**src/source/stream_fmt_pkg.sv**
```systemverilog
package stream_fmt_pkg;

    // converter side, one word per clock
    localparam int s_data_width = 128;

    // DMA side beat
    localparam int m_data_width = 64;

    // number of DMA beats per converter word
    localparam int beats_per_word = s_data_width / m_data_width;

    // lane layout inside a converter word
    localparam int lane_width = 16;
    localparam int lane_count = s_data_width / lane_width;

    // ADC resolution, sample sits in the low bits of a lane
    localparam int adc_width = 12;

    // selects the low or high half of a word during the drain
    localparam int beat_sel_width = $clog2(beats_per_word);

endpackage

```
**src/source/capture_cfg_pkg.sv**
```systemverilog
package capture_cfg_pkg;

    // trigger level in percent of full scale
    localparam int threshold_pct = 10;
    localparam int threshold_level =
        ((2 ** stream_fmt_pkg::adc_width) * threshold_pct) / 100;

    // window around the trigger word, trigger word counts as post
    localparam int pre_len = 4;
    localparam int post_len = 12;
    localparam int acqui_len = pre_len + post_len;
    localparam int addr_width = $clog2(acqui_len);

    // DMA beats in one frame
    localparam int frame_beats = acqui_len * stream_fmt_pkg::beats_per_word;

    localparam int timestamp_width = 16;

    // detector arming
    typedef enum logic [1:0] {arm_idle, arm_wait_low, arm_armed} arm_state_t;

    // ring buffer phases
    typedef enum logic [1:0] {buf_fill, buf_post, buf_drain} buf_state_t;

endpackage

```
**src/source/threshold_trigger.sv**
```systemverilog
`timescale 1ns/1ps

module threshold_trigger
(
    input  logic                                        AXIS_ACLK,
    input  logic                                        AXIS_ARESETN,
    input  logic                                        s_axis_tvalid,
    input  logic [stream_fmt_pkg::s_data_width-1:0]     s_axis_tdata,
    input  logic                                        frame_done,
    output logic                                        trig_pulse,
    output logic [capture_cfg_pkg::timestamp_width-1:0] trig_stamp
);

    import stream_fmt_pkg::*;
    import capture_cfg_pkg::*;

    arm_state_t arm_state;
    logic over_level;
    logic fire;
    logic [timestamp_width-1:0] word_cnt;

    // any lane above the level
    always_comb
    begin
        over_level = 1'b0;
        for (int i = 0; i < lane_count; i++)
        begin
            if (s_axis_tdata[i*lane_width +: adc_width] > adc_width'(threshold_level))
            begin
                over_level = 1'b1;
            end
        end
    end

    assign fire = (arm_state == arm_armed) && s_axis_tvalid && over_level;

    always_ff @(posedge AXIS_ACLK)
    begin
        if (!AXIS_ARESETN)
        begin
            arm_state  <= arm_wait_low;
            trig_pulse <= 1'b0;
            word_cnt   <= '0;
        end
        else
        begin
            trig_pulse <= fire;
            // wraps at the stamp width
            if (s_axis_tvalid)
                word_cnt <= word_cnt + 1'b1;
            case (arm_state)
                arm_idle:
                    if (frame_done)
                        arm_state <= arm_wait_low;
                // need one quiet word before arming
                arm_wait_low:
                    if (s_axis_tvalid && !over_level)
                        arm_state <= arm_armed;
                arm_armed:
                    if (fire)
                        arm_state <= arm_idle;
                default:
                    arm_state <= arm_wait_low;
            endcase
        end
    end

    // count of words before the trigger word
    always_ff @(posedge AXIS_ACLK)
    begin
        if (fire)
            trig_stamp <= word_cnt;
    end

endmodule

```
**src/source/m_axis_if.sv**
```systemverilog
`timescale 1ns/1ps

module m_axis_if
(
    input  logic                                        AXIS_ACLK,
    input  logic                                        AXIS_ARESETN,
    input  logic                                        s_axis_tvalid,
    input  logic [stream_fmt_pkg::s_data_width-1:0]     s_axis_tdata,
    input  logic                                        trig_pulse,
    input  logic [capture_cfg_pkg::timestamp_width-1:0] trig_stamp,
    input  logic [stream_fmt_pkg::m_data_width-1:0]     rd_data,
    input  logic                                        rd_valid,
    input  logic                                        first_beat,
    input  logic                                        last_beat,
    input  logic                                        m_axis_tready,
    output logic                                        wr_en,
    output logic [stream_fmt_pkg::s_data_width-1:0]     wr_data,
    output logic                                        wr_trig,
    output logic                                        rd_ack,
    output logic [stream_fmt_pkg::m_data_width-1:0]     m_axis_tdata,
    output logic                                        m_axis_tvalid,
    output logic                                        m_axis_tuser,
    output logic                                        m_axis_tlast
);

    import stream_fmt_pkg::*;
    import capture_cfg_pkg::*;

    logic [s_data_width-1:0] word_d;
    logic valid_d;
    logic [s_data_width-1:0] stamp_word;

    // one word delay so the trigger word meets trig_pulse
    always_ff @(posedge AXIS_ACLK)
    begin
        if (!AXIS_ARESETN)
            valid_d <= 1'b0;
        else
            valid_d <= s_axis_tvalid;
    end

    always_ff @(posedge AXIS_ACLK)
    begin
        if (s_axis_tvalid)
            word_d <= s_axis_tdata;
    end

    // timestamp replaces the trigger word, zero extended
    assign stamp_word = {{(s_data_width - timestamp_width){1'b0}}, trig_stamp};

    assign wr_en   = valid_d;
    assign wr_trig = valid_d && trig_pulse;
    assign wr_data = trig_pulse ? stamp_word : word_d;

    // buffer holds the beat steady until it is taken
    assign rd_ack = rd_valid && m_axis_tready;

    assign m_axis_tdata  = rd_data;
    assign m_axis_tvalid = rd_valid;

    // frame markers only on their own beat
    assign m_axis_tuser = rd_valid && first_beat;
    assign m_axis_tlast = rd_valid && last_beat;

endmodule

```
**src/source/ring_buffer.sv**
```systemverilog
`timescale 1ns/1ps

module ring_buffer
(
    input  logic                                    AXIS_ACLK,
    input  logic                                    AXIS_ARESETN,
    input  logic                                    wr_en,
    input  logic [stream_fmt_pkg::s_data_width-1:0] wr_data,
    input  logic                                    wr_trig,
    input  logic                                    rd_ack,
    output logic [stream_fmt_pkg::m_data_width-1:0] rd_data,
    output logic                                    rd_valid,
    output logic                                    first_beat,
    output logic                                    last_beat,
    output logic                                    capture_full,
    output logic                                    frame_done
);

    import stream_fmt_pkg::*;
    import capture_cfg_pkg::*;

    logic [s_data_width-1:0] mem [acqui_len];

    buf_state_t buf_state;
    logic [addr_width-1:0] wr_addr;
    logic [addr_width-1:0] start_addr;
    logic [addr_width-1:0] post_cnt;
    logic [addr_width-1:0] rd_addr;
    logic [beat_sel_width-1:0] beat_sel;
    logic [addr_width+beat_sel_width-1:0] beat_cnt;
    logic [s_data_width-1:0] rd_word;
    logic wr_ok;
    logic trig_hit;

    // writes stop while a frame drains
    assign wr_ok    = wr_en && (buf_state != buf_drain);
    assign trig_hit = wr_ok && wr_trig && (buf_state == buf_fill);

    always_ff @(posedge AXIS_ACLK)
    begin
        if (wr_ok)
            mem[wr_addr] <= wr_data;
    end

    // window starts pre_len words before the trigger word
    always_ff @(posedge AXIS_ACLK)
    begin
        if (trig_hit)
            start_addr <= wr_addr - addr_width'(pre_len);
    end

    always_ff @(posedge AXIS_ACLK)
    begin
        if (!AXIS_ARESETN)
        begin
            buf_state  <= buf_fill;
            wr_addr    <= '0;
            post_cnt   <= '0;
            rd_addr    <= '0;
            beat_sel   <= '0;
            beat_cnt   <= '0;
            frame_done <= 1'b0;
        end
        else
        begin
            frame_done <= 1'b0;
            if (wr_ok)
                wr_addr <= wr_addr + 1'b1;
            case (buf_state)
                buf_fill:
                    if (trig_hit)
                    begin
                        // trigger word is the first post write
                        post_cnt  <= addr_width'(1);
                        buf_state <= buf_post;
                    end
                buf_post:
                    if (wr_ok)
                    begin
                        if (post_cnt == addr_width'(post_len - 1))
                        begin
                            buf_state <= buf_drain;
                            rd_addr   <= start_addr;
                            beat_sel  <= '0;
                            beat_cnt  <= '0;
                        end
                        else
                        begin
                            post_cnt <= post_cnt + 1'b1;
                        end
                    end
                buf_drain:
                    if (rd_ack)
                    begin
                        beat_cnt <= beat_cnt + 1'b1;
                        beat_sel <= beat_sel + 1'b1;
                        // next word after the high half
                        if (beat_sel == beat_sel_width'(beats_per_word - 1))
                            rd_addr <= rd_addr + 1'b1;
                        if (last_beat)
                        begin
                            buf_state  <= buf_fill;
                            frame_done <= 1'b1;
                        end
                    end
                default:
                    buf_state <= buf_fill;
            endcase
        end
    end

    // low half goes out first
    assign rd_word = mem[rd_addr];
    assign rd_data = rd_word[beat_sel*m_data_width +: m_data_width];

    assign rd_valid     = (buf_state == buf_drain);
    assign capture_full = (buf_state == buf_drain);
    assign first_beat   = (beat_cnt == '0);
    assign last_beat    = (beat_cnt == (addr_width + beat_sel_width)'(frame_beats - 1));

endmodule

```
**src/source/adc_capture_top.sv**
```systemverilog
`timescale 1ns/1ps

module adc_capture_top
(
    input  logic                                    AXIS_ACLK,
    input  logic                                    AXIS_ARESETN,
    input  logic                                    s_axis_tvalid,
    input  logic [stream_fmt_pkg::s_data_width-1:0] s_axis_tdata,
    output logic [stream_fmt_pkg::m_data_width-1:0] m_axis_tdata,
    output logic                                    m_axis_tvalid,
    output logic                                    m_axis_tuser,
    output logic                                    m_axis_tlast,
    input  logic                                    m_axis_tready,
    output logic                                    capture_full
);

    import stream_fmt_pkg::*;
    import capture_cfg_pkg::*;

    logic trig_pulse;
    logic [timestamp_width-1:0] trig_stamp;
    logic wr_en;
    logic [s_data_width-1:0] wr_data;
    logic wr_trig;
    logic rd_ack;
    logic [m_data_width-1:0] rd_data;
    logic rd_valid;
    logic first_beat;
    logic last_beat;
    logic frame_done;

    threshold_trigger i_trigger
    (
        .AXIS_ACLK     (AXIS_ACLK),
        .AXIS_ARESETN  (AXIS_ARESETN),
        .s_axis_tvalid (s_axis_tvalid),
        .s_axis_tdata  (s_axis_tdata),
        .frame_done    (frame_done),
        .trig_pulse    (trig_pulse),
        .trig_stamp    (trig_stamp)
    );

    // stream side, write path in and AXI-stream out
    m_axis_if i_stream_if
    (
        .AXIS_ACLK     (AXIS_ACLK),
        .AXIS_ARESETN  (AXIS_ARESETN),
        .s_axis_tvalid (s_axis_tvalid),
        .s_axis_tdata  (s_axis_tdata),
        .trig_pulse    (trig_pulse),
        .trig_stamp    (trig_stamp),
        .rd_data       (rd_data),
        .rd_valid      (rd_valid),
        .first_beat    (first_beat),
        .last_beat     (last_beat),
        .m_axis_tready (m_axis_tready),
        .wr_en         (wr_en),
        .wr_data       (wr_data),
        .wr_trig       (wr_trig),
        .rd_ack        (rd_ack),
        .m_axis_tdata  (m_axis_tdata),
        .m_axis_tvalid (m_axis_tvalid),
        .m_axis_tuser  (m_axis_tuser),
        .m_axis_tlast  (m_axis_tlast)
    );

    ring_buffer i_ring
    (
        .AXIS_ACLK     (AXIS_ACLK),
        .AXIS_ARESETN  (AXIS_ARESETN),
        .wr_en         (wr_en),
        .wr_data       (wr_data),
        .wr_trig       (wr_trig),
        .rd_ack        (rd_ack),
        .rd_data       (rd_data),
        .rd_valid      (rd_valid),
        .first_beat    (first_beat),
        .last_beat     (last_beat),
        .capture_full  (capture_full),
        .frame_done    (frame_done)
    );

endmodule

```
**config.mk**
```make
export PLATFORM = sky130hd
export DESIGN_NAME = adc_capture_top
export DESIGN_NICKNAME = d
export VERILOG_FILES = /design/src/source/stream_fmt_pkg.sv /design/src/source/capture_cfg_pkg.sv /design/src/source/threshold_trigger.sv /design/src/source/m_axis_if.sv /design/src/source/ring_buffer.sv /design/src/source/adc_capture_top.sv
export SDC_FILE = /design/constraint.sdc
export NUM_CORES = 2
export LEC_CHECK = 0
export ABC_AREA = 1
export BUFFER_PORTS_ARGS = -buffer_cell sky130_fd_sc_hd__buf_2
export CAP_MARGIN = 15
export CELL_PAD_IN_SITES_DETAIL_PLACEMENT = 1
export CELL_PAD_IN_SITES_GLOBAL_PLACEMENT = 2
export CORE_AREA = 2 2 440 442
export CTS_BUF_LIST = sky130_fd_sc_hd__clkbuf_8
export DETAILED_ROUTE_END_ITERATION = 7
export DIE_AREA = 0 0 442 444
export GPL_TIMING_DRIVEN = 0
export HOLD_SLACK_MARGIN = 0.12
export PLACE_DENSITY = 0.85
export SKIP_CTS_REPAIR_TIMING = 1
export SKIP_LAST_GASP = 1
export SYNTH_ARGS = -nofsm -noshare
export SYNTH_HDL_FRONTEND = slang
export SYNTH_SLANG_ARGS = --single-unit
```
**constraint.sdc**
```tcl
create_clock -name AXIS_ACLK -period 9.8 [get_ports AXIS_ACLK]
set_input_delay 1.96 -clock AXIS_ACLK [delete_from_list [all_inputs] [get_ports AXIS_ACLK]]
set_output_delay 1.96 -clock AXIS_ACLK [all_outputs]
set_load 0.1 [all_outputs]
```
==> results.ini <==
[yosys]
synthMuxAreaShare=0.00206
syn-num-nets=6766
syn_area_per_cell_um2=13.3
yosys-top-cells-count=edfxtp_1, nor2_1, o21ai_0, o22ai_1, clkbuf_1
synth_compound_area_frac=0.123
synth_top_family_by_area=compound AO/OA/AOI/OAI gates
synth_area_um2=87600
synth-xor-area-share=0.000500
yosys.area_share.simple=0.0776
synth_top_cell_area_share=0.752
synthAdderAreaFrac=0.00286
synth_warnings=0
async_flop_share=0
syn_inst=6614
yosys-top-cells-area=edfxtp_1, o21ai_0, nor2_1
ys_seq_area_frac=0.763
ys_seq_elements=2241
synth-edff-count=2196
synthFlopType=edfxtp_1
synth.most_common_cell=edfxtp_1
yosysTopAreaCell=edfxtp_1
ys_types=48

[clock_tree]
htreeDepth=5
insertion_delay_ns=1.15
cts_sinks=2241
clockBufferDepth=4
cts_tree=yes
cts_made_buffers=382
clk_pin_slew_ns=0.06
cts_root_buf=clkbuf_8

[grt]
grt_first_pass_wirelength_um=487000
gr-usage-met3=0.0995
grt_overflow=0
antenna_found_initial=34
grt.total_usage=0.354
met1_usage=0.446
grt_pass1_vias=65087
grt_max_degree=70
top_usage_layer=met2
gr-usage-met2=0.531

[timing]
fmax_mhz=133
tightest_slew_ns=1.38
rsz0062_at_grt=false
final_max_slew_viol_count=0
hold_viol=0
timing.final.crit_share=0.770
slew_headroom=0.0782
finalSetupViolations=0
fin_crit_ns=7.55
worst_clock_skew_ns=0.122
fin_tns_setup_ns=0

[final_layout]
finalNetCount=7500
stdcell_count=10155
syn_to_final_growth_pct=15.6
drive_above_1_share=0.137

[run]
drv_cap=0

[worst_setup_path]
crit_arrival_ns=5.59
r2r_end=i_ring.mem[5][126]$_DFFE_PP_
path_cells=buf_4 > clkbuf_1 > o21ai_0 > o22ai_1 > o21ai_0 > o21ai_0 > a31oi_1 > a21oi_1 > buf_2
cp.required_ns=7.84
max_stage_delay_ns=0.74
reg2reg_from=i_ring.buf_state[0]$_SDFFE_PN0P_
cp_max_fo=10
cpMaxStageDelayCell=dfxtp_1
endpoint_kind=output port
r2r_slack_ns=6.40
path_class=reg2out
reg2reg_depth=10
critPathMostFrequentCell=o21ai_0
worstSetupStartpointType=register

[drt]
first_pass_iters=7
drt-initial-drc-count=10302
drc=0
wl_per_cell_um=35.0
final_antenna_net_count=0
drt_wl_total_um=356000
vias_per_cell=6.44
via_count=65394

[floorplanning]
die_width_um=442
die_area_um2=196000
coreArea_um2=192000
die_h_um=444
io_pins=200
initial_utilization=0.458
rows=161

[pwr]
p_total_uw=28200
power.leakage_uw=0.0345
ir_worst_vdd_mv=0.394
swShare=0.418
p_comb_frac=0.345
pwr-share-seq=0.386
clkPwrFrac=0.269
p_per_area_nw_per_um2=278
p_switching_uw=11800
p_int_uw=16400

[min_path]
hp-class=reg2reg
whs_endpoint=i_trigger.trig_stamp[15]$_DFFE_PP_
holdPathStages=0
min_from=i_trigger.word_cnt[15]$_SDFFE_PN0P_

[placement]
gp_congestion=0.909
post-place-cells=9467
numPortBuffers=199
hpwl_um=245000

[run_status]
status=completed

[worst max-delay path: cells and delay by family (launching register included)]
family	cells	cell delay, ns
compound gates	6	2.09
flops	1	0.74
buf+inv	3	1.64
[cells by family after synthesis]
group,count (synthesis)
flops,2241
compound gates,1928
simple gates,1763
buf+inv,641
fa+ha+maj,20
mux,16
xor+xnor,5
[worst max path at each step]
| stage | to | depth (start not counted) | slack (ns) |
|---|---|---|---|
| 2_1_floorplan | i_ring.mem[11][0]$_DFFE_PP_ | 7 | 2.24 |
| 3_3_place_gp | i_ring.mem[12][126]$_DFFE_PP_ | 7 | -5.03 |
| 3_5_place_dp | m_axis_tdata[28] | 11 | 3.72 |
| 4_1_cts | m_axis_tdata[28] | 11 | 2.54 |
| 5_1_grt | m_axis_tdata[58] | 9 | 2.43 |
| 6_report | m_axis_tdata[14] | 9 | 2.25 |
[layout make-up]
| class | instances | area [µm²] |
|---|---|---|
| Multi-Input combinational cell | 3732 | 18200 |
| Fill cell | 19263 | 90300 |
| Timing Repair Buffer | 350 | 3770 |
| Inverter | 183 | 692 |
| Antenna cell | 31 | 77.6 |
| Tap cell | 2526 | 3160 |
| Clock inverter | 236 | 1010 |
| Clock buffer | 398 | 5480 |
| Sequential cell | 2241 | 66800 |
| Buffer | 458 | 2080 |
[placed cells by master, fill, tap and decap left out, types with 9 or more instances in the layout]
| cell type | netlist | layout |
|---|---|---|
| nand2_1 | 238 | 238 |
| buf_8 | 0 | 9 |
| edfxtp_1 | 2196 | 2196 |
| o21bai_1 | 9 | 9 |
| o22ai_1 | 496 | 496 |
| diode_2 | 0 | 31 |
| clkbuf_1 | 266 | 257 |
| a31oi_1 | 31 | 31 |
| nor2_1 | 1413 | 1387 |
| nor2_2 | 1 | 11 |
| buf_4 | 33 | 51 |
| a21oi_1 | 34 | 34 |
| mux2_2 | 16 | 16 |
| o221ai_1 | 83 | 83 |
| nand3_1 | 66 | 66 |
| o21ai_0 | 1154 | 1154 |
| clkinv_1 | 0 | 84 |
| clkinv_2 | 0 | 23 |
| clkbuf_8 | 0 | 398 |
| o211ai_1 | 16 | 16 |
| buf_2 | 140 | 338 |
| ha_1 | 20 | 20 |
| buf_6 | 7 | 21 |
| nor3_1 | 21 | 21 |
| clkbuf_2 | 1 | 10 |
| nor2_4 | 0 | 16 |
| inv_1 | 176 | 297 |
| o21ai_1 | 82 | 82 |
| or2_2 | 15 | 15 |
| buf_12 | 0 | 94 |
| buf_16 | 0 | 17 |
| dfxtp_1 | 45 | 45 |
| buf_1 | 11 | 11 |
[power by group through the flow]
stage	Sequential (µW)	Clock [µW]	Combinational (µW)
floorplan	11100	0	5340
global placement	11100	0	9000
detailed placement	11100	0	9320
CTS	10900	7580	9360
global route	10900	7970	9880
finish	10900	7590	9720
[metal layers]
| layer | share of wire | vias to the layer above | wire length, µm |
|---|---|---|---|
| li1 | - | 26050 | - |
| met1 | 0.35 | 32895 | 125000 |
| met2 | 0.44 | 5261 | 156000 |
| met3 | 0.13 | 1168 | 46300 |
| met4 | 0.078 | 20 | 27700 |
| met5 | 0.00040 | - | 142 |
[registers in the layout, indices dropped and copies added, names as in the netlist, named ones only]
name,cells
i_ring.mem,2048
i_stream_if.word_d,128
i_trigger.trig_stamp,16
i_trigger.word_cnt,16
i_ring.beat_cnt,5
i_ring.post_cnt,4
i_ring.rd_addr,4
i_ring.start_addr,4
i_ring.wr_addr,4
i_ring.buf_state,2
i_trigger.arm_state,2
i_ring.beat_sel,1
i_ring.frame_done,1
i_stream_if.wr_en,1
i_trigger.trig_pulse,1
[per-stage QoR]
| step | area, µm² | hold slack (ns) | setup WS (ns) | util |
|---|---|---|---|---|
| finish | 101000 | 0.466 | 2.25 | 0.529 |
| global route | 101000 | 0.478 | 2.43 | 0.529 |
| CTS | 101000 | 0.472 | 2.54 | 0.527 |
| detailed placement | 94500 | 0.447 | 3.72 | 0.493 |
| global placement | 91800 | 0.440 | -5.03 | 0.479 |
| floorplan | 87600 | 0.428 | 2.24 | - |
Power figures use the tool's default switching activity.
